### config.mk
export PLATFORM = sky130hd
export DESIGN_NAME = icache_way_select
export DESIGN_NICKNAME = d
export VERILOG_FILES = /design/src/rtl/icache_pkg.sv /design/src/rtl/icache_way_select.sv
export SDC_FILE = /design/constraint.sdc
export NUM_CORES = 1
export LEC_CHECK = 0
export ABC_AREA = 1
export BUFFER_PORTS_ARGS = -buffer_cell sky130_fd_sc_hd__buf_2
export CORE_MARGIN = 2
export CORE_UTILIZATION = 27
export CTS_CLUSTER_SIZE = 30
export DETAILED_ROUTE_END_ITERATION = 12
export PLACE_DENSITY_LB_ADDON = 0.12
export SYNTH_ARGS = -nofsm -noshare
export SYNTH_HDL_FRONTEND = slang
export SYNTH_SLANG_ARGS = --single-unit
### constraint.sdc
create_clock -name clk -period 0.8 [get_ports clk]
set_input_delay 0.16 -clock clk [delete_from_list [all_inputs] [get_ports clk]]
set_output_delay 0.16 -clock clk [all_outputs]
set_load 0.02 [all_outputs]
### src/rtl/icache_pkg.sv
// Instruction cache package with geometry, address fields, write structs and FSM states
package icache_pkg;

   ////////////////////////////// Geometry
   localparam int unsigned FETCH_ADDR_W = 32;
   localparam int unsigned FETCH_DATA_W = 32;
   localparam int unsigned LINE_W       = 128;
   localparam int unsigned NB_WAYS      = 4;
   localparam int unsigned NB_SETS      = 16;
   localparam int unsigned WORD_OFS_W   = 2;
   localparam int unsigned SET_W        = 4;
   localparam int unsigned TAG_W        = 24;

   // Address split: tag [31:8], set [7:4], word [3:2]
   localparam int unsigned WORD_OFS_LSB = 2;
   localparam int unsigned SET_LSB      = WORD_OFS_LSB + WORD_OFS_W;
   localparam int unsigned TAG_LSB      = SET_LSB + SET_W;

   ////////////////////////////// Types
   typedef logic [FETCH_ADDR_W-1:0] fetch_addr_t;
   typedef logic [FETCH_DATA_W-1:0] fetch_word_t;
   typedef logic [LINE_W-1:0]       line_t;
   typedef logic [SET_W-1:0]        set_idx_t;
   typedef logic [TAG_W-1:0]        tag_t;
   typedef logic [NB_WAYS-1:0]      way_oh_t;

   typedef struct packed {
      way_oh_t  way_mask;  // Ways written, all zero means no write
      set_idx_t set_idx;
      logic     valid;
      tag_t     tag;
   } tag_wr_t;

   typedef struct packed {
      way_oh_t  way_mask;
      set_idx_t set_idx;
      line_t    line;
   } line_wr_t;

   typedef enum logic [3:0] {
      DISABLED,
      BYPASS_REFILL,
      BYPASS_WAIT,
      FLUSH,
      IDLE,
      LOOKUP,
      WAIT_GNT,
      WAIT_DONE
   } ctrl_state_e;

endpackage

### src/rtl/icache_way_select.sv
// Victim way selection by lowest free way or by LFSR when the set is full
`timescale 1ns/1ps

module icache_way_select
   import icache_pkg::*;
#(
   parameter int unsigned NB_WAYS   = icache_pkg::NB_WAYS,
   parameter logic [7:0]  LFSR_SEED = 8'hA5
)
(
   input  logic               clk,
   input  logic               rst_n,
   input  logic [NB_WAYS-1:0] valid_ways_i,
   input  logic               pick_i,
   output logic [NB_WAYS-1:0] victim_way_o
);

   localparam int unsigned WAY_IDX_W = $clog2(NB_WAYS);

   logic [7:0]           lfsr_q;
   logic                 lfsr_fb;
   logic [NB_WAYS-1:0]   free_way;
   logic [NB_WAYS-1:0]   random_way;

   // x^8 + x^6 + x^5 + x^4 + 1
   assign lfsr_fb = lfsr_q[7] ^ lfsr_q[5] ^ lfsr_q[4] ^ lfsr_q[3];

   always_ff @(posedge clk or negedge rst_n)
   begin
      if (!rst_n)
         lfsr_q <= LFSR_SEED;
      else if (pick_i)
         lfsr_q <= {lfsr_q[6:0], lfsr_fb};
   end

   assign random_way = (NB_WAYS)'(1) << lfsr_q[WAY_IDX_W-1:0];

   // Walk down so the lowest invalid way wins
   always_comb
   begin
      free_way = '0;
      for (int w = NB_WAYS - 1; w >= 0; w--)
      begin
         if (!valid_ways_i[w])
         begin
            free_way    = '0;
            free_way[w] = 1'b1;
         end
      end
   end

   assign victim_way_o = (&valid_ways_i) ? random_way : free_way;

endmodule

# Word level (Yosys, flattened, before mapping)
# Index checks and enable logic that the tools add are counted.
classes:
  shift: 1
  muxes: 5
  bitwise: 3
  n_reduce_logical: 1
op_table:
  columns: ["cell", "count"]
  rows:
  - ["2-to-1 mux 4 bit", 5]
  - ["AND reduction 4 bit", 1]
  - ["<< shifter 1 x 2 -> 4 bit, first input constant", 1]
  - ["bitwise XOR 1 bit", 3]
totals:
  regBits: 8
  in_bits: 7
  out_inout_bits: 4
  wordCells: 11

# Longest topological paths before layout
logic_depth:
  depth_word: 5
  ltp_mapped: 6
  depth_no_buf: 6

# Worst setup path before layout
# No wires, ideal clock.
synth_timing:
  path_kind: "flip-flop to output port"
  start: "reg lfsr_q[0]"
  end: "out victim_way_o[3]"
  t_arrival_ps: 953
  required_time_ps: 640
  path_slack_ps: -313
  stages_incl_launch_ff: 3
  n_path_buf: 0
  path_cell_list: "dfstp_2 > nand2_1 > a21oi_1"
synth_via:
  elab_chain_len: 2
synth_rtl:
  columns: ["item", "line", "text"]
  rows:
  - ["start, declared", "icache_way_select.sv:20", "logic [7:0] lfsr_q;"]
  - ["start signal, assigned", "icache_way_select.sv:33", "lfsr_q <= {lfsr_q[6:0], lfsr_fb};"]
  - ["<< shifter 1 x 2 -> 4 bit", "icache_way_select.sv:36", "assign random_way = (NB_WAYS)'(1) << lfsr_q[WAY_IDX_W-1:0];"]
  - ["2-to-1 mux 4 bit", "icache_way_select.sv:52", "assign victim_way_o = (&valid_ways_i) ? random_way : free_way;"]
  - ["end, declared", "icache_way_select.sv:15", "output logic [NB_WAYS-1:0] victim_way_o"]
# Every way passes these cells.

# Worst setup path in the final report
layout_timing:
  start: "reg lfsr_q[0]"
  end: "out victim_way_o[0]"
# The elaborated chain is that of the path after synthesis.

==> flow_summary.json <==
{
  "wl_per_cell_um": 11.4,
  "cts_tree": "done",
  "cts_buffer_depth": 2,
  "overflow": 0,
  "routed_wl_um": 1120,
  "antenna_found_initial": 0,
  "relSlewSlack_pct": 84.1,
  "synth_area_sq_um": 423,
  "cts_htree_levels": 1,
  "die_area_sq_um": 1900,
  "rows": 14,
  "start_kind": "register",
  "fin_util_pct": 45.3,
  "hold_class": "input pin to register",
  "seq_area_frac_synth_pct": 48.5,
  "setup_tns_ns": -2.46,
  "critPathMaxStageDelay_ns": 0.57,
  "synth-seq-cells": 8,
  "drc": 0,
  "firstDrtPassIters": 4,
  "slowest_stage": "dfstp_2",
  "finalSetupViolCount": 6,
  "worstPathMaxFanout": 4,
  "area_growth_pct": 59.5,
  "port_buffers": 10,
  "max_slew.worst_pin.slew_ns": 0.239,
  "syn_nets": 67,
  "drive_above_1_share_pct": 51.2,
  "violations": "negative setup slack",
  "clk_pin_slew_ns": 0.06,
  "worstPathRequired_ns": 0.64,
  "netlist.area_leader.share_pct": 24.9,
  "ys_types": 10,
  "drt-initial-drc-count": 4,
  "yosysWarnings": 0,
  "critPathTopFamily": "flip-flops",
  "largest_reg_flops": 8,
  "final_cell_mix": "22 x nand2_1, 7 x buf_4",
  "critPathBufInv": 2,
  "core_sq_um": 1490,
  "report.final.slew_viol_count": 0,
  "largest-register": "lfsr_q",
  "clk_latency_ns": 0.26,
  "power_density_nw_per_um2": 2410,
  "avgSynthCellArea_sq_um": 7.05,
  "final_net_count": 91,
  "grt_use_total_pct": 13.8,
  "cap_viol_max_count": 0,
  "finClkSkew_ns": 0.00435,
  "fmax_ghz": 0.768,
  "largestRegisters": "lfsr_q: 8 flops",
  "rsz0062_at_grt": "true",
  "path_class": "register to primary output",
  "synth_cells": 60,
  "status": "complete, but fails checks",
  "viasPerCell": 4.48,
  "hpwlAfterDp_um": 750,
  "end_kind": "primary output",
  "routed-via-count": 439,
  "p_leak_nw": 0.334,
  "cts_root_buf": "clkbuf_4",
  "grt_pass1_wl_um": 1880,
  "synthTopCellsByArea": "dfstp_2 25%, dfrtp_1 24%, nand2_1 21%",
  "worstPathArrival_ns": 1.14,
  "worst_slack_ns": -0.501,
  "ant_nets": 0,
  "initial_core_util_pct": 28.4,
  "path_cells": "inv_2 > nand3_2 > nand2_2 > buf_6",
  "period_minus_slack_ns": 1.30,
  "irDropWorstVdd_v": 0.00123,
  "grt_max_degree": 13,
  "grt_pass1_vias": 434,
  "min_period_over_period_pct": 163,
  "ioPinCount": 11,
  "hold_ws_ns": 0.228,
  "die_x_um": 43.6,
  "hold_viol_final": 0,
  "place_congestion": 0.705,
  "yosys.area.top_type": "dfstp_2",
  "n_antenna_cell": 0,
  "final_common_cell": "nand2_1",
  "cts-buffers-inserted": 3,
  "clkSinkCount": 8,
  "chipHeight_um": 43.6
}
final timing paths:
check	startpoint	end	slack, ns	cells past startpoint
setup reg to reg	lfsr_q[0]$_DFFE_PN1P_	lfsr_q[1]$_DFFE_PN0P_	-0.24	5
setup / recovery	lfsr_q[0]$_DFFE_PN1P_	victim_way_o[0]	-0.50	4
max in group asynchronous	rst_n	lfsr_q[0]$_DFFE_PN1P_	0.29	2
hold reg to reg	lfsr_q[2]$_DFFE_PN1P_	lfsr_q[2]$_DFFE_PN1P_	0.49	2
min in group asynchronous	rst_n	lfsr_q[4]$_DFFE_PN0P_	0.27	2
hold / removal	pick_i	lfsr_q[7]$_DFFE_PN1P_	0.23	3
synth_stat cells (all sizes together):
master and instances:
nand3 5, buf 1, dfstp 4, inv 9, nand2 24, o21ai 9
dfrtp 4, nor2 3, a21oi 1
layout make-up:
cell class | instances | area [sq um]
inverter | 9 | 33.8
fill | 145 | 815
sequential | 8 | 205
timing repair buffer | 20 | 160
multi-input combinational | 42 | 233
tap | 16 | 20.0
clock buffer | 3 | 22.5
through the flow:
stage | area [sq um] | instances | power, mW | worst slack, ns
floorplan | 447 | 60 | 0.901 | -0.145
global placement | 557 | 91 | 1.08 | -0.248
detailed placement | 557 | 91 | 1.09 | -0.245
CTS | 647 | 97 | 1.54 | -0.498
global route | 674 | 98 | 1.74 | -0.561
finish | 674 | 98 | 1.62 | -0.501
what timing repair did:
item | CTS | global route
endpoints found under the hold margin | 8 | 0
hold buffers | 1 | 0
resized for setup | 19 | 7
setup buffers | 2 | 1
endpoints found under the setup margin | 10 | 10
pin swaps | 2 | 0
cloned | 0 | 0
kinds of logic (layout without fill, tap and decap cells):
family	count (synthesis)	in the layout	synth area share, %
flip-flops	8	8	48.5
buffers and inverters	10	32	9.17
AO/OA/AOI/OAI	10	10	11.8
AND/OR/NAND/NOR	32	32	30.5
report_power, final:
| group | leakage, nW | internal [mW] | switching (mW) |
|---|---|---|---|
| logic | 0.227 | 0.326 | 0.327 |
| registers | 0.0932 | 0.555 | 0.0981 |
| clock network | 0.0138 | 0.172 | 0.145 |
| total | 0.334 | 1.05 | 0.570 |
worst reg2reg max path: stages, from the launching register on:
cell and delay, ns:
dfstp_2 0.57, buf_4 0.12, buf_6 0.08, buf_6 0.08, nand2_1 0.04, o21ai_1 0.08
routing by layer:
metal,vias to the layer above,global-route usage [%],wire length [um]
met4,0,1.82,0
met3,0,6.25,50
li1,234,-,-
met1,193,16.2,475
met2,12,23.5,591
met5,-,0,0
No activity file was read; power rests on OpenSTA's default activity.
