<file path="src/rtl/icache_pkg.sv">
// Instruction cache package with geometry, address fields, write structs and FSM states
package icache_pkg;

   ////////////////////////////// Geometry
   localparam int unsigned FETCH_ADDR_W = 32;
   localparam int unsigned FETCH_DATA_W = 32;
   localparam int unsigned LINE_W       = 128;
   localparam int unsigned NB_WAYS      = 4;
   localparam int unsigned NB_SETS      = 16;
   localparam int unsigned WORD_OFS_W   = 2;
   localparam int unsigned SET_W        = 4;
   localparam int unsigned TAG_W        = 24;

   // Address split: tag [31:8], set [7:4], word [3:2]
   localparam int unsigned WORD_OFS_LSB = 2;
   localparam int unsigned SET_LSB      = WORD_OFS_LSB + WORD_OFS_W;
   localparam int unsigned TAG_LSB      = SET_LSB + SET_W;

   ////////////////////////////// Types
   typedef logic [FETCH_ADDR_W-1:0] fetch_addr_t;
   typedef logic [FETCH_DATA_W-1:0] fetch_word_t;
   typedef logic [LINE_W-1:0]       line_t;
   typedef logic [SET_W-1:0]        set_idx_t;
   typedef logic [TAG_W-1:0]        tag_t;
   typedef logic [NB_WAYS-1:0]      way_oh_t;

   typedef struct packed {
      way_oh_t  way_mask;  // Ways written, all zero means no write
      set_idx_t set_idx;
      logic     valid;
      tag_t     tag;
   } tag_wr_t;

   typedef struct packed {
      way_oh_t  way_mask;
      set_idx_t set_idx;
      line_t    line;
   } line_wr_t;

   typedef enum logic [3:0] {
      DISABLED,
      BYPASS_REFILL,
      BYPASS_WAIT,
      FLUSH,
      IDLE,
      LOOKUP,
      WAIT_GNT,
      WAIT_DONE
   } ctrl_state_e;

endpackage

</file>
<file path="src/rtl/icache_tag_store.sv">
// Tag and valid array with registered set read and per-way tag compare
`timescale 1ns/1ps

module icache_tag_store
   import icache_pkg::*;
#(
   parameter int unsigned NB_WAYS = icache_pkg::NB_WAYS,
   parameter int unsigned NB_SETS = icache_pkg::NB_SETS
)
(
   input  logic               clk,
   input  logic               rst_n,
   input  logic               rd_en_i,
   input  set_idx_t           rd_set_i,
   input  tag_wr_t            tag_wr_i,
   input  tag_t               cmp_tag_i,
   output logic [NB_WAYS-1:0] hit_ways_o,
   output logic [NB_WAYS-1:0] valid_ways_o
);

   logic [NB_SETS-1:0][NB_WAYS-1:0] valid_q;
   logic [NB_WAYS-1:0]              valid_rd_q;
   tag_t                            tag_mem [NB_SETS][NB_WAYS];
   tag_t                            tag_rd_q [NB_WAYS];

   // Valid bits
   always_ff @(posedge clk or negedge rst_n)
   begin
      if (!rst_n)
      begin
         valid_q    <= '0;
         valid_rd_q <= '0;
      end
      else
      begin
         if (rd_en_i)
            valid_rd_q <= valid_q[rd_set_i];
         for (int w = 0; w < NB_WAYS; w++)
         begin
            if (tag_wr_i.way_mask[w])
               valid_q[tag_wr_i.set_idx][w] <= tag_wr_i.valid;
         end
      end
   end

   // Tag array
   always_ff @(posedge clk)
   begin
      for (int w = 0; w < NB_WAYS; w++)
      begin
         if (tag_wr_i.way_mask[w])
            tag_mem[tag_wr_i.set_idx][w] <= tag_wr_i.tag;
         if (rd_en_i)
            tag_rd_q[w] <= tag_mem[rd_set_i][w];
      end
   end

   always_comb
   begin
      for (int w = 0; w < NB_WAYS; w++)
         hit_ways_o[w] = valid_rd_q[w] && (tag_rd_q[w] == cmp_tag_i);
   end

   assign valid_ways_o = valid_rd_q;

endmodule

</file>
<file path="config.mk">
export PLATFORM = sky130hd
export DESIGN_NAME = icache_tag_store
export DESIGN_NICKNAME = d
export VERILOG_FILES = /design/src/rtl/icache_pkg.sv /design/src/rtl/icache_tag_store.sv
export SDC_FILE = /design/constraint.sdc
export NUM_CORES = 1
export LEC_CHECK = 0
export BUFFER_PORTS_ARGS = -buffer_cell sky130_fd_sc_hd__buf_2
export CORE_MARGIN = 2
export CORE_UTILIZATION = 30
export CTS_CLUSTER_DIAMETER = 60
export DETAILED_ROUTE_END_ITERATION = 8
export MAX_ROUTING_LAYER = met4
export SLEW_MARGIN = 15
export SYNTH_ARGS = -nofsm -noshare
export SYNTH_HDL_FRONTEND = slang
export SYNTH_SLANG_ARGS = --single-unit
</file>
<file path="constraint.sdc">
create_clock -name clk -period 1.4 [get_ports clk]
set_input_delay 0 -clock clk [delete_from_list [all_inputs] [get_ports clk]]
set_output_delay 0 -clock clk [all_outputs]
set_load 0.05 [all_outputs]
</file>
# Word level (Yosys, flattened, before mapping)
# Memory sizes are Yosys's and may differ from the RTL's.
# Index checks and enable logic that the tools add are counted.
# W data, S select, Z words.
# word_totals
out_inout_bits	8
register_bits	68
in_bits	64
wordCells	59
mem_count	2
ram_bits	1632
# classes
n_lt_le_gt_ge	3
muxes	28
eq_ne	4
n_reduce_logical	5
# memory_table
memory	depth	width	rd	rd_ports_with_merged_regs	write_ports	line	text
tag_mem	16	96	1	0	1	icache_tag_store.sv:23	tag_t tag_mem [NB_SETS][NB_WAYS];
tag_rd_q	4	24	4	0	4	icache_tag_store.sv:24	tag_t tag_rd_q [NB_WAYS];
# ops
cell	n
$bwmux W64	4
$mux W64	4
$eq A24 B24 Y1	4
$demux W4 S4	4
$bmux W4 S4	1
$mux W1	11
$lt A4 B5 Y1 const B	2
$mux W4	2
$logic_and A1 B1 Y1	5
$ge A4 B1 Y1 const B	1
$mux W3	1
$mux W2	1

# Longest topological paths before layout
# logic_depth
word_depth	12
depth_mapped	7
ltp_nobuf	4

# Worst setup path before layout
# Ideal clock, no wire load.
# synth_path
kind	register to output
start	mem tag_rd_q[0][20] (netlist bit)
end	out hit_ways_o[0]
arrival_time_ns	2.377
required_time_ns	1.400
setup_slack_ns	-0.977
n_path_buf	0
path_stages_with_launch	5
cell_sequence	edfxtp_1 > xor2_1 > nor4_1 > nand3_1 > nor4_1
# synth_rtl
element	line	text
start, declared	icache_tag_store.sv:24	
end, declared	icache_tag_store.sv:17	output logic [NB_WAYS-1:0] hit_ways_o,

==> results.md <==
* Status: finished with violations
* Failing checks: setup timing
* CP max-delay cell: edfxtp_1
* DRT iter0 DRCs at 3,627
* Max Slew Vio Count at 0
* Design Power at 111 mW
* # IOs at 72
* Cell Rows at 170
* Hold EP: tag_rd_q[0][10]
* Post-synth EDFFs at ~1,600
* Residual DRC at 0
* Worst-case clock skew at 28.8 ps
* CTS Buf Count at 174
* GR Overflow Total at 0
* Synthesized flop and latch total at 1,700
* Vias in the first global route at between 30,000 and 40,000
* CTS tree: done
* Worst setup EP type: output pin
* Clock transition at the registers of the reported paths at 60 ps
* Via Count at 30,430
* Port bufs at between 70 and 80
* Setup slack at placement at -611 ps
* Synth warn at 0
* Die H at about 470 um
* Worst R2R Start: tag_mem[11][46]
* Post-DP Area at 73,800 um2
* Register area share after synthesis at 0.779
* GRT Total Usage at 0.157
* Hold Vio Cnt, Final at 0
* Crit path DAT at 2550 ps
* FILL cells at 19,096
* Initial antenna violation count at 8
* Inst Count DP at 5,806
* Die width at 470 um
* Core footprint at 215,000 um2
* Worst-margin pin slew at between 1000 and 1500 ps
* Worst skew pair latency at 830 ps
* Ys async rst share at 0.0400
* Highest cell delay on the worst timing path at 370 ps
* Ant diodes at 0
* Initial DRT Pass Iterations at 5
* Worst setup SP type: flop
* PD cells at 1390 nW/um2
* Area of the mapped netlist at 65,100 um2
* GP Congestion at between 0.8 and 0.9
* Hold Path Origin: rd_set_i[1]
* Period utilization at 1.82
* Total Wirelength at 169,000 um
* Min cycle time layout at 2550 ps
* DR WL/cell at about 27 um
* Slew HR at 0.214
* Detailed placement HPWL at 103,000 um
* Die Area at 221,000 um2
* Number of max-cap violations at 0
* RSZ-0062 raised after global routing: yes
* Data required, critical path at 1400 ps
* Crit Path Max Fanout at 1
* Clock sink count at 1,700
* HP Class: primary input to flop
* Max Freq at between 300 and 400 MHz
* Setup crit start: tag_rd_q[1][2]
* Yosys cell types at 20
* Post-synthesis average cell area at about 25 um2
* H-Tree Level Count at 4
* Multi-input gate area at 13,800 um2
* Ys flop type: edfxtp_1
* Leakage at about 26 nW
* Kind of critical path: flop to output pin
* Fin cells at 6,168
* Clock root cell: clkbuf_16
* Reg2reg path depth at 2
* Antenna-violating nets left at 0
* Hold Path Depth at 4
* Layout cell share with drive strength beyond 1 at 0.410
* Synth Instances at 2,617
* Worst flop-to-flop path endpoint: tag_rd_q[2][22]
* Final setup margin at -1150 ps
* Critical-path cell list: xor2_1 -> nor4_2 -> buf_4 -> nand3_4 -> nor4_4 -> buf_4 -> buf_12
* FF+latch area at 50,700 um2
* Reg2Reg Setup Slack at -320 ps
* Post-synth net total at 2,681
* Post-route cell area at 79,900 um2
* Via density per instance at 4.93
* Max IR drop VDD at roughly 1.3 mV
* Crit path top cell by count: buf_4
* Final setup TNS at -23,730 ps
* Area Overhead vs Synth at 22.8%
* Layout Nets at 3,244
* Setup violators final at 108
* Clk buf depth at 3
* Initial Util at 0.303
* First-pass GRT wire length at 240,000 um
* Largest net degree at the start of global routing at 65
[registers in the layout, summed over array words and instances, names as in the netlist]
name and flops:
tag_rd_q 96, valid_q 64, tag_mem 1536, valid_ways_o 4
[Yosys cell counts (8+ instances only)]
library cell | number | area (um2)
xnor2_1 | 36 | 315
xor2_1 | 60 | 526
mux4_2 | 496 | 11200
nor3_1 | 10 | 50.1
edfxtp_1 | 1632 | 49000
nand3_1 | 8 | 40.0
buf_2 | 19 | 95.1
mux2i_1 | 12 | 120
mux2_2 | 68 | 766
buf_6 | 26 | 293
nor2_1 | 9 | 33.8
buf_4 | 19 | 143
and2_1 | 64 | 400
nand4_1 | 8 | 50.1
dfrtp_1 | 68 | 1700
clkbuf_1 | 53 | 199
nor4_1 | 17 | 106
[cell families after synthesis]
group / share of synthesized area
AND/OR/NAND/NOR: 0.0110
buffers and inverters: 0.0116
multiplexers: 0.185
flip-flops: 0.779
XOR/XNOR: 0.0129
[cells in the final DEF (no fill, tap or decap), types with 5 or more instances in the layout]
| master | synthesis | routed |
|---|---|---|
| clkbuf_16 | 0 | 176 |
| nor2_1 | 9 | 9 |
| buf_8 | 0 | 6 |
| nor4_1 | 17 | 9 |
| clkinv_1 | 0 | 32 |
| clkinv_4 | 0 | 5 |
| xnor2_1 | 36 | 35 |
| bufinv_16 | 0 | 7 |
| clkinv_2 | 0 | 23 |
| buf_2 | 19 | 57 |
| inv_16 | 0 | 5 |
| clkbuf_8 | 0 | 7 |
| dlygate4sd3_1 | 0 | 34 |
| clkinv_8 | 0 | 6 |
| buf_12 | 0 | 193 |
| nor3_1 | 10 | 10 |
| clkbuf_1 | 53 | 45 |
| dfrtp_1 | 68 | 66 |
| xor2_1 | 60 | 60 |
| mux4_2 | 496 | 496 |
| inv_6 | 0 | 7 |
| clkinvlp_4 | 0 | 9 |
| nand3_1 | 8 | 6 |
| edfxtp_1 | 1632 | 1632 |
| buf_6 | 26 | 6 |
| mux2i_1 | 12 | 12 |
| nand4_1 | 8 | 8 |
| mux2_2 | 68 | 65 |
| and2_2 | 0 | 63 |
| buf_4 | 19 | 214 |
[what timing repair did]
| action | 4_1_cts | 5_1_grt |
|---|---|---|
| resized for setup | 28 | 4 |
| hold endpoints to repair | 3289 | 0 |
| endpoints found under the setup margin | 108 | 108 |
| hold buffers | 35 | 0 |
| pin swaps | 16 | 1 |
| buffers inserted | 1 | 1 |
[report_power, final]
part	switching (mW)	internal (mW)	total, mW
logic	3.98	3.80	7.78
clock network	20.0	25.1	45.1
registers	0.769	57.5	58.3
total	24.7	86.5	111
[worst max-delay path, delay by kind of cell (launching register included)]
kind,cells,cell delay (ps)
AND/OR/NAND/NOR,3,640
flip-flops,1,370
XOR/XNOR,1,230
buffers and inverters,3,480
[routing by layer]
layer  wire [um]  vias to the layer above  GRT usage
met3        9820                      242     0.0242
met2       84500                     1074      0.255
met4        4600                        0     0.0461
met5           0                        -          -
met1       70600                    16703      0.204
li1            -                    12411          -
[how the worst max path moves through the flow]
stage | slack, ps | end
detailed placement | -610 | tag_rd_q[3][19]
global route | -1240 | hit_ways_o[1]
CTS | -1280 | hit_ways_o[1]
global placement | -630 | hit_ways_o[1]
finish | -1150 | hit_ways_o[1]
floorplan | -230 | tag_rd_q[0][0]
[metrics by stage]
stage,utilization,hold WS [ps]
2_1_floorplan,-,-296
3_3_place_gp,0.343,-53.1
3_5_place_dp,0.343,-51.5
4_1_cts,0.371,12.2
5_1_grt,0.372,27.9
6_report,0.372,60.4
[area by class of cell]
type / count / share of cell area
flip-flops and latches: 1700 / 0.635
multi-input cells: 794 / 0.173
repair buffers: 510 / 0.0783
clock buffers: 228 / 0.0584
well taps: 2838 / 0.0444
clock inverters: 98 / 0.0112
(Power assumes the default switching activity.)
