--- config.mk ---
export PLATFORM = sky130hd
export DESIGN_NAME = icache_ctrl
export DESIGN_NICKNAME = d
export VERILOG_FILES = /design/src/rtl/icache_pkg.sv /design/src/rtl/icache_ctrl.sv
export SDC_FILE = /design/constraint.sdc
export NUM_CORES = 1
export LEC_CHECK = 0
export ABC_CLOCK_PERIOD_IN_PS = 2100
export BUFFER_PORTS_ARGS = -buffer_cell sky130_fd_sc_hd__buf_2
export CAP_MARGIN = 20
export CELL_PAD_IN_SITES_DETAIL_PLACEMENT = 1
export CELL_PAD_IN_SITES_GLOBAL_PLACEMENT = 1
export CORE_AREA = 5 5 174 176
export DETAILED_ROUTE_END_ITERATION = 16
export DIE_AREA = 0 0 179 181
export GPL_TIMING_DRIVEN = 0
export PLACE_DENSITY_LB_ADDON = 0.1
export SETUP_SLACK_MARGIN = 0.2
export SLEW_MARGIN = 20
export SYNTH_ARGS = -nofsm -noshare
export SYNTH_HDL_FRONTEND = slang
export SYNTH_SLANG_ARGS = --single-unit
--- constraint.sdc ---
create_clock -name clk -period 2.1 [get_ports clk]
set_input_delay 0.21 -clock clk [delete_from_list [all_inputs] [get_ports clk]]
set_output_delay 0.21 -clock clk [all_outputs]
set_load 0.02 [all_outputs]
--- src/rtl/icache_pkg.sv ---
// Instruction cache package with geometry, address fields, write structs and FSM states
package icache_pkg;

   ////////////////////////////// Geometry
   localparam int unsigned FETCH_ADDR_W = 32;
   localparam int unsigned FETCH_DATA_W = 32;
   localparam int unsigned LINE_W       = 128;
   localparam int unsigned NB_WAYS      = 4;
   localparam int unsigned NB_SETS      = 16;
   localparam int unsigned WORD_OFS_W   = 2;
   localparam int unsigned SET_W        = 4;
   localparam int unsigned TAG_W        = 24;

   // Address split: tag [31:8], set [7:4], word [3:2]
   localparam int unsigned WORD_OFS_LSB = 2;
   localparam int unsigned SET_LSB      = WORD_OFS_LSB + WORD_OFS_W;
   localparam int unsigned TAG_LSB      = SET_LSB + SET_W;

   ////////////////////////////// Types
   typedef logic [FETCH_ADDR_W-1:0] fetch_addr_t;
   typedef logic [FETCH_DATA_W-1:0] fetch_word_t;
   typedef logic [LINE_W-1:0]       line_t;
   typedef logic [SET_W-1:0]        set_idx_t;
   typedef logic [TAG_W-1:0]        tag_t;
   typedef logic [NB_WAYS-1:0]      way_oh_t;

   typedef struct packed {
      way_oh_t  way_mask;  // Ways written, all zero means no write
      set_idx_t set_idx;
      logic     valid;
      tag_t     tag;
   } tag_wr_t;

   typedef struct packed {
      way_oh_t  way_mask;
      set_idx_t set_idx;
      line_t    line;
   } line_wr_t;

   typedef enum logic [3:0] {
      DISABLED,
      BYPASS_REFILL,
      BYPASS_WAIT,
      FLUSH,
      IDLE,
      LOOKUP,
      WAIT_GNT,
      WAIT_DONE
   } ctrl_state_e;

endpackage

--- src/rtl/icache_ctrl.sv ---
// Instruction cache controller FSM for bypass, flush, lookup and line refill
`timescale 1ns/1ps

module icache_ctrl
   import icache_pkg::*;
(
   input  logic                  clk,
   input  logic                  rst_n,

   input  logic                  fetch_req_i,
   input  fetch_addr_t           fetch_addr_i,
   output logic                  fetch_gnt_o,
   output logic                  fetch_rvalid_o,
   output fetch_word_t           fetch_rdata_o,

   input  logic                  bypass_icache_i,
   input  logic                  flush_icache_i,
   output logic                  cache_is_bypassed_o,
   output logic                  cache_is_flushed_o,

   output logic                  refill_req_o,
   output fetch_addr_t           refill_addr_o,
   input  logic                  refill_gnt_i,
   input  logic                  refill_rvalid_i,
   input  line_t                 refill_rdata_i,

   output logic                  tag_rd_en_o,
   output set_idx_t              rd_set_o,
   output tag_wr_t               tag_wr_o,
   input  way_oh_t               hit_ways_i,
   input  way_oh_t               valid_ways_i,

   output logic                  data_rd_en_o,
   output logic [WORD_OFS_W-1:0] word_ofs_o,
   output line_wr_t              line_wr_o,
   input  fetch_word_t           hit_word_i,

   output logic                  pick_o,
   input  way_oh_t               victim_way_i
);

   ctrl_state_e             state_q, state_d;
   fetch_addr_t             fetch_addr_q;
   way_oh_t                 victim_q;
   set_idx_t                flush_cnt_q, flush_cnt_d;
   logic                    addr_en;
   logic                    victim_en;
   logic                    hit;
   logic [WORD_OFS_W-1:0]   word_ofs;
   fetch_word_t             refill_word;

   assign hit           = |hit_ways_i;
   assign word_ofs      = fetch_addr_q[WORD_OFS_LSB +: WORD_OFS_W];
   assign word_ofs_o    = word_ofs;
   assign refill_addr_o = fetch_addr_q;     // Also the compare address of the tag store
   assign data_rd_en_o  = tag_rd_en_o;      // Tag and data read in lockstep
   assign refill_word   = refill_rdata_i[word_ofs*FETCH_DATA_W +: FETCH_DATA_W];

   // Response mux: hit word on lookup, forwarded refill word otherwise
   assign fetch_rdata_o = (state_q == LOOKUP) ? hit_word_i : refill_word;

   always_ff @(posedge clk or negedge rst_n)
   begin
      if (!rst_n)
      begin
         state_q      <= DISABLED;
         fetch_addr_q <= '0;
         victim_q     <= '0;
         flush_cnt_q  <= '0;
      end
      else
      begin
         state_q     <= state_d;
         flush_cnt_q <= flush_cnt_d;
         if (addr_en)
            fetch_addr_q <= fetch_addr_i;
         if (victim_en)
            victim_q <= victim_way_i;
      end
   end

   ////////////////////////////// Next state and outputs
   always_comb
   begin
      state_d             = state_q;
      flush_cnt_d         = flush_cnt_q;
      addr_en             = 1'b0;
      victim_en           = 1'b0;
      fetch_gnt_o         = 1'b0;
      fetch_rvalid_o      = 1'b0;
      refill_req_o        = 1'b0;
      cache_is_bypassed_o = 1'b0;
      cache_is_flushed_o  = 1'b0;
      tag_rd_en_o         = 1'b0;
      rd_set_o            = fetch_addr_i[SET_LSB +: SET_W];
      pick_o              = 1'b0;

      tag_wr_o.way_mask   = '0;
      tag_wr_o.set_idx    = fetch_addr_q[SET_LSB +: SET_W];
      tag_wr_o.valid      = 1'b1;
      tag_wr_o.tag        = fetch_addr_q[TAG_LSB +: TAG_W];

      line_wr_o.way_mask  = '0;
      line_wr_o.set_idx   = fetch_addr_q[SET_LSB +: SET_W];
      line_wr_o.line      = refill_rdata_i;

      case (state_q)
         DISABLED:
         begin
            cache_is_bypassed_o = 1'b1;
            flush_cnt_d         = '0;
            if (bypass_icache_i)
            begin
               fetch_gnt_o = fetch_req_i;
               addr_en     = fetch_req_i;
               if (fetch_req_i)
                  state_d = BYPASS_REFILL;
            end
            else
               state_d = FLUSH;  // Enabling always starts clean
         end

         BYPASS_REFILL:
         begin
            cache_is_bypassed_o = 1'b1;
            refill_req_o        = 1'b1;
            if (refill_gnt_i)
               state_d = BYPASS_WAIT;
         end

         BYPASS_WAIT:
         begin
            cache_is_bypassed_o = 1'b1;
            fetch_rvalid_o      = refill_rvalid_i;  // Single beat
            if (refill_rvalid_i)
               state_d = DISABLED;
         end

         FLUSH:
         begin
            // Invalidate every way of one set per cycle
            tag_wr_o.way_mask = '1;
            tag_wr_o.set_idx  = flush_cnt_q;
            tag_wr_o.valid    = 1'b0;
            tag_wr_o.tag      = '0;
            if (flush_cnt_q == set_idx_t'(NB_SETS - 1))
            begin
               cache_is_flushed_o = 1'b1;
               flush_cnt_d        = '0;
               state_d            = IDLE;
            end
            else
               flush_cnt_d = flush_cnt_q + 1'b1;
         end

         IDLE:
         begin
            if (bypass_icache_i)
               state_d = DISABLED;
            else if (flush_icache_i)
               state_d = FLUSH;
            else
            begin
               fetch_gnt_o = fetch_req_i;
               addr_en     = fetch_req_i;
               tag_rd_en_o = fetch_req_i;
               if (fetch_req_i)
                  state_d = LOOKUP;
            end
         end

         LOOKUP:
         begin
            if (hit)
            begin
               fetch_rvalid_o = 1'b1;
               // Next request overlaps this response
               if (!bypass_icache_i && !flush_icache_i)
               begin
                  fetch_gnt_o = fetch_req_i;
                  addr_en     = fetch_req_i;
                  tag_rd_en_o = fetch_req_i;
               end
               if (!fetch_gnt_o)
                  state_d = IDLE;
            end
            else
            begin
               refill_req_o = 1'b1;
               victim_en    = 1'b1;
               pick_o       = &valid_ways_i;  // Random choice only when the set is full
               state_d      = refill_gnt_i ? WAIT_DONE : WAIT_GNT;
            end
         end

         WAIT_GNT:
         begin
            refill_req_o = 1'b1;
            if (refill_gnt_i)
               state_d = WAIT_DONE;
         end

         WAIT_DONE:
         begin
            fetch_rvalid_o     = refill_rvalid_i;
            tag_wr_o.way_mask  = victim_q & {NB_WAYS{refill_rvalid_i}};
            line_wr_o.way_mask = victim_q & {NB_WAYS{refill_rvalid_i}};
            if (refill_rvalid_i)
               state_d = IDLE;
         end

         default:
         begin
            state_d = DISABLED;
         end
      endcase
   end

endmodule

Word-level counts from Yosys, hierarchy flattened. Cells that the tools add are included.

Bits in registers: 44. Input port bits: 211. Logic and storage cells: 75.

$add $sub $neg: 1. Equal/unequal tests: 16. Shift operators: 1. Muxes and demuxes: 41. Bitwise operators: 1. Reduce and logical (&&, ||, !) cells: 11.

Operators by type and width (number): indexed part select 128 x 8 -> 32 bit (1); two-way mux 4 bit (14); two-way mux 32 bit (1); case mux 4 bit (8 select lines) (1); two-way mux 29 bit (1); two-way mux 1 bit (17); == test 4 x 3 -> 1 bit, second input constant (4); case mux 4 bit (2 select lines) (2); != test 2 bit, second input constant (5); == test 4 x 2 -> 1 bit, second input constant (2); AND reduction 8 bit (1); != test 3 bit, second input constant (2); case mux 1 bit (2 select lines) (3); case mux 1 bit (3 select lines) (2); adder 4 x 1 -> 4 bit, second input constant (1); AND 4 bit (1); == test 4 x 1 -> 1 bit, second input constant (1); == test 4 bit, second input constant (1); zero test 4 bit (1); != test 4 bit, second input constant (1); AND reduction 4 bit (1); OR reduction 2 bit (2); OR reduction 4 bit (1); OR reduction 3 bit (1); 3 further kinds (4).

Longest topological paths before layout. Gate-level depths: netlist (run 1).

Word-level depth: 8. Gate-level depth with buffers: 6.

Least setup slack after synthesis (run 1). No wires, ideal clock.

Path kind: register to output. Start point: reg fetch_addr_q[2] (netlist: refill_addr_o[2]). End point: out fetch_rdata_o[2]. Arrival: 1.976 ns. Data required time: 1.890 ns. Setup slack: -0.086 ns. Stages on the path, launching flop included: 5. Buffers on the path: 2. Cell sequence: dfrtp_1 clkbuf_1 buf_2 mux4_2 mux2_1.

Longest elaborated chain between the ends: 2.

Ends and longest elaborated chain: start, declared (RTL line icache_ctrl.sv:43) `fetch_addr_t fetch_addr_q;`; start signal, assigned (RTL line icache_ctrl.sv:76) `fetch_addr_q <= fetch_addr_i;`; indexed part select 128 x 8 -> 32 bit (RTL line icache_ctrl.sv:57) `assign refill_word = refill_rdata_i[word_ofs*FETCH_DATA_W +: FETCH_DATA_W];`; two-way mux 32 bit (RTL line icache_ctrl.sv:60) `assign fetch_rdata_o = (state_q == LOOKUP) ? hit_word_i : refill_word;`; end, declared (RTL line icache_ctrl.sv:14) `output fetch_word_t fetch_rdata_o,`.

No other way between the ends.

Worst setup path in the final report (run 1).
Start point: reg fetch_addr_q[2] (netlist: refill_addr_o[2]). End point: out fetch_rdata_o[15].

The elaborated chain is that of the path after synthesis.

==> results.txt, run 1 <==
GP Congestion: 0.783
Pwr per Cell Area: 1370 nW/um^2
Site row count: 62
Seq/Total Area, Yosys: 24.0%
Top cells by count, synth: 142 x buf_4, 43 x dfrtp_1, 36 x mux2_2, 32 x mux4_2, 31 x mux2_1
Clock Latency Late Sink: 290 ps
Post-route minimum period: 2150 ps
WS Path Type: flop to output port
Synth cell types: 42
Final WS setup: -45.5 ps
Clock Sinks: 43
CP max FO: 8
Commonest register cell after synthesis: dfrtp_1
Core area: 28,500 um^2
Slew @ Worst Pin: 597 ps
Max Freq: 0.466 GHz
Largest cells by area after synthesis: dfrtp_1 24%, buf_4 24%, mux4_2 16%, mux2_2 9.1%, mux2_1 7.8%
CP Launch Type: flop
Post-DRT Antenna Nets: 0
Final HPWL DP: 22,600 um
Cts bufs inserted: 5
Height of the die: 181 um
Total grt overflow: 0
Hold Crit Depth: 2
Seq cells post-synth: 43
Routed wire length: 26,800 um
Synth warnings: 0
Worst EP arrival: 1940 ps
Max transition margin: 60.2%
Initial DRT Pass Iterations: 4
Nets@finish: 1,143
Share of the synthesized area in the top cell type: 24.0%
Post-Synthesis Cells: 424
Synth area leader: dfrtp_1
Nature of the critical path endpoint: output port
RSZ-0062 raised after global routing: true
Crit share post-route: 102%
Die Wd: 179 um
# DRC: 0
Inst Count DP: 1,265
Initial drt markers: 78
Hold crit path type: input pin to flop
Synth Area per Inst: 10.6 um^2
I/O pin count: 458
Status: complete, but fails checks
Share of cells above drive strength 1: 88.9%
Synth-to-layout area growth: 103%
DR WL/cell: 20.3 um
Final hold vios: 0
FILL cells: 3,349
Leakage power: 0.00498 uW
Worst EP required: 1890 ps
Util after Layout: 31.9%
Finished Layout Cells: 1,319
Initial antenna violation count: 5
TritonCTS clock tree: yes
First-pass GRT wire length: 36,900 um
Clock skew: 3.78 ps
Vias in the first global route: 5,554
Worst VDD drop: 0.000754 V
Total global-route track usage: 15.0%
Initial Util: 15.7%
Max-cap viol count: 0
Die area: 32,400 um^2
Syn_nets: 636
Via count: 5,099
Final setup vio count: 17
Root Buffer: clkbuf_16
CTS H-tree lvls: 2
Vias per cell: 3.87
Reg clk slew, reported paths: 70 ps
Worst Reg-to-Reg Cells: 5
Async set or reset register ratio after synthesis: 100%
Violated checks: negative setup slack
Number of synthesized flops with an enable pin: 0
Top-count cell post-synth: buf_4
Max-slew violations: 0
CTS max path bufs: 2
Pin count of the biggest net entering global routing: 44
Synthesized area: 4480 um^2
Port-buffer cells: 457
-- cell families (layout without fill, tap and decap cells) --
family / Yosys count / after routing / synth area share, %
AND/OR/NAND/NOR: 76 / 76 / 9.56
buffers and inverters: 171 / 679 / 26.7
flip-flops: 43 / 43 / 24.0
adder cells (fa/ha/maj): 1 / 1 / 0.279
AO/OA/AOI/OAI: 23 / 23 / 3.35
other: 0 / 3 / 0
multiplexers: 110 / 110 / 36.1
-- per-stage QoR --
step           worst slack [ps]  TNS, ps  power (uW)  cell area (um^2)  hold slack (ps)
5_1_grt                   -98.5    -2230       13100              9070              135
3_5_place_dp               -496   -12050        8520              7260              426
6_report                  -45.5     -305       12400              9070              146
2_1_floorplan               203        0        6100              4500            -85.6
3_3_place_gp               -550   -15700        8570              7260              422
4_1_cts                   -75.7    -1050       11400              8450              137
-- sequential cells by signal, indices dropped and copies added, names as in the netlist --
| name | cells |
|---|---|
| flush_cnt_q | 4 |
| refill_addr_o | 32 |
| state_q | 3 |
| victim_q | 4 |
-- worst paths after layout --
path	startpoint	endpoint	slack, ps
worst min register to register	victim_q[3]	victim_q[3]	510
worst min-delay path	victim_way_i[2]	victim_q[2]	150
worst max-delay path	refill_addr_o[2]	fetch_rdata_o[15]	-50
min in group asynchronous	rst_n	victim_q[0]	460
max in group asynchronous	rst_n	refill_addr_o[2]	1190
worst max register to register	flush_cnt_q[1]	state_q[0]	50
-- critical path, stage by stage, from the launching register on --
cell,delay (ps)
dfrtp_2,380
clkbuf_16,180
clkbuf_16,160
mux4_2,510
mux2_4,280
buf_6,130
-- report_power, final --
part	switching, uW	leakage [uW]	internal, uW
Clock	348	0.0000731	476
Sequential	392	0.000522	1240
Combinational	4440	0.00438	5530
-- placed cells by master, fill, tap and decap left out, types with 4 or more instances in the layout --
master,instances
mux2i_1,5
mux2_4,69
inv_1,6
o21ai_0,8
buf_6,86
dfrtp_1,39
and2_4,25
buf_12,7
clkbuf_16,13
buf_2,387
buf_4,159
dfrtp_2,4
mux2_2,4
nand3_1,4
clkbuf_8,4
nand2_1,15
buf_8,7
mux4_2,32
-- final cells by class --
cell class              instances  area, um^2  share of cell area [%]
well taps                     384         480                    5.30
flip-flops and latches         43        1080                    11.9
plain buffers                 163        1400                    15.4
multi-input cells             210        2620                    28.9
diodes                          3        7.51                  0.0828
repair buffers                501        3300                    36.4
inverters                       7        31.3                   0.345
clock buffers                   6         139                    1.53
clock inverters                 2        16.3                   0.179
-- per-layer routing --
metal,vias up,part of all wire (%),global-route usage [%]
li1,2363,-,-
met1,2478,36,16.5
met2,242,54,28.6
met3,14,9.6,4.68
met4,2,0.76,2.00
met5,-,0.045,0
-- what timing repair did --
| item | CTS | global route |
|---|---|---|
| pin swaps | 11 | 5 |
| hold endpoints to repair | 0 | 43 |
| gates resized for setup | 210 | 136 |
| endpoints found under the setup margin | 111 | 98 |
| gates cloned | 3 | 5 |
| hold buffers | 0 | 1 |
| setup buffers | 25 | 10 |
No activity file was read; power rests on OpenSTA's default activity.
==> inputs of run 2 (changes only) <==
--- a/config.mk
+++ b/config.mk
@@ -5,7 +5,7 @@
 export SDC_FILE = /design/constraint.sdc
 export NUM_CORES = 1
 export LEC_CHECK = 0
-export ABC_CLOCK_PERIOD_IN_PS = 2100
+export ABC_CLOCK_PERIOD_IN_PS = 2000
 export BUFFER_PORTS_ARGS = -buffer_cell sky130_fd_sc_hd__buf_2
 export CAP_MARGIN = 20
 export CELL_PAD_IN_SITES_DETAIL_PLACEMENT = 1
@@ -15,6 +15,7 @@
 export DIE_AREA = 0 0 179 181
 export GPL_TIMING_DRIVEN = 0
 export PLACE_DENSITY_LB_ADDON = 0.1
+export REMOVE_ABC_BUFFERS = 1
 export SETUP_SLACK_MARGIN = 0.2
 export SLEW_MARGIN = 20
 export SYNTH_ARGS = -nofsm -noshare
==> constraint.sdc (replaced) <==
create_clock -name clk -period 2 [get_ports clk]
set_input_delay 0.2 -clock clk [delete_from_list [all_inputs] [get_ports clk]]
set_output_delay 0.2 -clock clk [all_outputs]
set_load 0.02 [all_outputs]
==> run 2 against run 1 <==
Compared with the run above: the run still ends with negative setup slack left; first-iteration DRC count rose by 36%; flip-flop and latch count did not move; via count fell by 7.4%; design area fell by 13%; sequential share of layout area rose by 1.9 points; register-to-register slack got worse by 50 ps; non-clock buffer count fell by 151; largest power group unchanged.
==> results.txt, run 2 (synthesized netlist as in run 1, its figures left out) <==
Status: complete, but fails checks
Violated checks: negative setup slack
Initial drt markers: 106
Crit. Startpoint: refill_addr_o[2]
HP Start: fetch_addr_i[17]
Initial antenna violation count: 23
Register share of total power: 14.4%
CTS H-tree lvls: 2
Initial Util: 15.7%
Max transition margin: 58.3%
Most frequent cells in the layout: 394 x buf_2, 73 x buf_6, 60 x mux2_4, 38 x dfrtp_1, 32 x mux4_2
Vias per cell: 4.02
Max-cap viol count: 0
CTS max path bufs: 2
First-pass GRT wire length: 40,000 um
Commonest non-fill, non-tap cell in the layout: buf_2
Clock skew: 8.15 ps
Routed wire length: 31,700 um
Clock Sinks: 43
Reg clk slew, reported paths: 70 ps
Nature of the critical path endpoint: output port
Share of cells above drive strength 1: 88.2%
Pwr per Cell Area: 1590 nW/um^2
R2R Path Start: state_q[2]
Worst EP required: 1800 ps
Post-DRT Antenna Nets: 0
RSZ-0062 raised after global routing: true
Multi-input logic area: 2720 um^2
Internal power: 7030 uW
Pin count of the biggest net entering global routing: 44
Max Freq: 0.459 GHz
Slew @ Worst Pin: 625 ps
Final WS setup: -179 ps
Total grt overflow: 0
Synth-to-layout area growth: 76.3%
Storage element area: 1090 um^2
Final HPWL DP: 25,800 um
Vias in the first global route: 4,969
Total global-route track usage: 17.4%
Die Wd: 179 um
Initial DRT Pass Iterations: 4
Port-buffer cells: 457
Nets@finish: 997
Largest register FFs: 32
Core area: 28,500 um^2
Worst VDD drop: 0.000531 V
Cts bufs inserted: 5
Post-route minimum period: 2180 ps
TritonCTS clock tree: yes
Clock Latency Late Sink: 290 ps
Height of the die: 181 um
Net Sw Power: 5550 uW
Via count: 4,724
FILL cells: 3,349
Final hold vios: 0
Site row count: 62
# DRC: 0
Final setup vio count: 32
Die area: 32,400 um^2
Final Cell Area: 7890 um^2
CP max FO: 9
Combinational Power Share: 79.0%
Tot Pwr: 12,600 uW
Worst EP arrival: 1980 ps
Switching share of power: 44.1%
Root Buffer: clkbuf_16
Area after DPL: 6130 um^2
Max-slew violations: 0
Clock power share: 6.6%
I/O pin count: 458
Hold crit path type: input pin to flop
Leakage power: 0.00417 uW
GP Congestion: 0.870
DR WL/cell: 27.0 um
WS Path Type: flop to output port
Crit share post-route: 109%
CP Launch Type: flop
[run 2: changes by cell type in the layout (fill, tap and decap cells not counted), moves of 6 or more]
| cell | delta |
|---|---|
| buf_4 | -135 |
| buf_12 | +8 |
| mux2_4 | -9 |
| buf_6 | -13 |
| buf_8 | -6 |
| nand2_1 | -6 |
| clkbuf_16 | -6 |
| mux2_2 | +9 |
| buf_2 | +7 |
[run 2: worst paths after layout]
check	to	cells past startpoint	slack [ps]
worst max-delay path	fetch_rdata_o[31]	4	-180
worst min-delay path	refill_addr_o[17]	2	140
worst max register to register	state_q[1]	6	0
worst min register to register	refill_addr_o[0]	1	520
max in group asynchronous	refill_addr_o[2]	2	1030
min in group asynchronous	refill_addr_o[21]	2	480
[run 2: power by group through the flow]
stage | Combinational [uW] | Sequential (uW) | Clock [uW]
5_1_grt | 10400 | 1880 | 909
3_5_place_dp | 6350 | 2100 | 0
4_1_cts | 8090 | 1730 | 877
2_1_floorplan | 3390 | 2380 | 0
6_report | 9940 | 1810 | 834
3_3_place_gp | 6270 | 2160 | 0
[run 2: timing repair]
action	in CTS	in global routing
hold buffers	1	0
gates cloned	4	5
setup buffers	31	17
endpoints found under the hold margin	43	0
pin swaps	10	25
endpoints found under the setup margin	116	110
resized for setup	102	191
[run 2: through the flow]
step                      setup WS (ps)  utilization (%)  hold WS [ps]  TNS (ps)  std cells
after CTS                          -190             24.4           110     -4660       1148
after global routing               -211             27.7           133     -5420       1172
after detailed placement           -924             21.5           268    -59830       1104
final                              -179             27.7           138     -3460       1174
after floorplan                    -871                -         -95.6    -43530        260
after global placement            -1440             21.3           413   -114750       1101
[run 2: worst max-delay path, stage by stage (launching register included)]
cell     delay, ps
dfrtp_4        520
buf_12         170
mux4_2         570
mux2_4         290
buf_6          130
[run 2: area by class of cell]
cell class / count / area share [%]
clock inverter: 2 / 0.159
antenna: 4 / 0.127
multi-input combinational: 215 / 34.5
sequential: 43 / 13.8
inverter: 7 / 0.428
clock buffer: 6 / 1.63
timing repair buffer: 513 / 43.2
tap: 384 / 6.09
[run 2: metal layers]
| metal | up-vias | global-route usage, % | part of all wire, % |
|---|---|---|---|
| li1 | 2083 | - | - |
| met1 | 2336 | 19.1 | 35 |
| met2 | 256 | 32.9 | 53 |
| met3 | 41 | 6.00 | 10 |
| met4 | 8 | 2.18 | 1.4 |
| met5 | - | 0 | 0.15 |
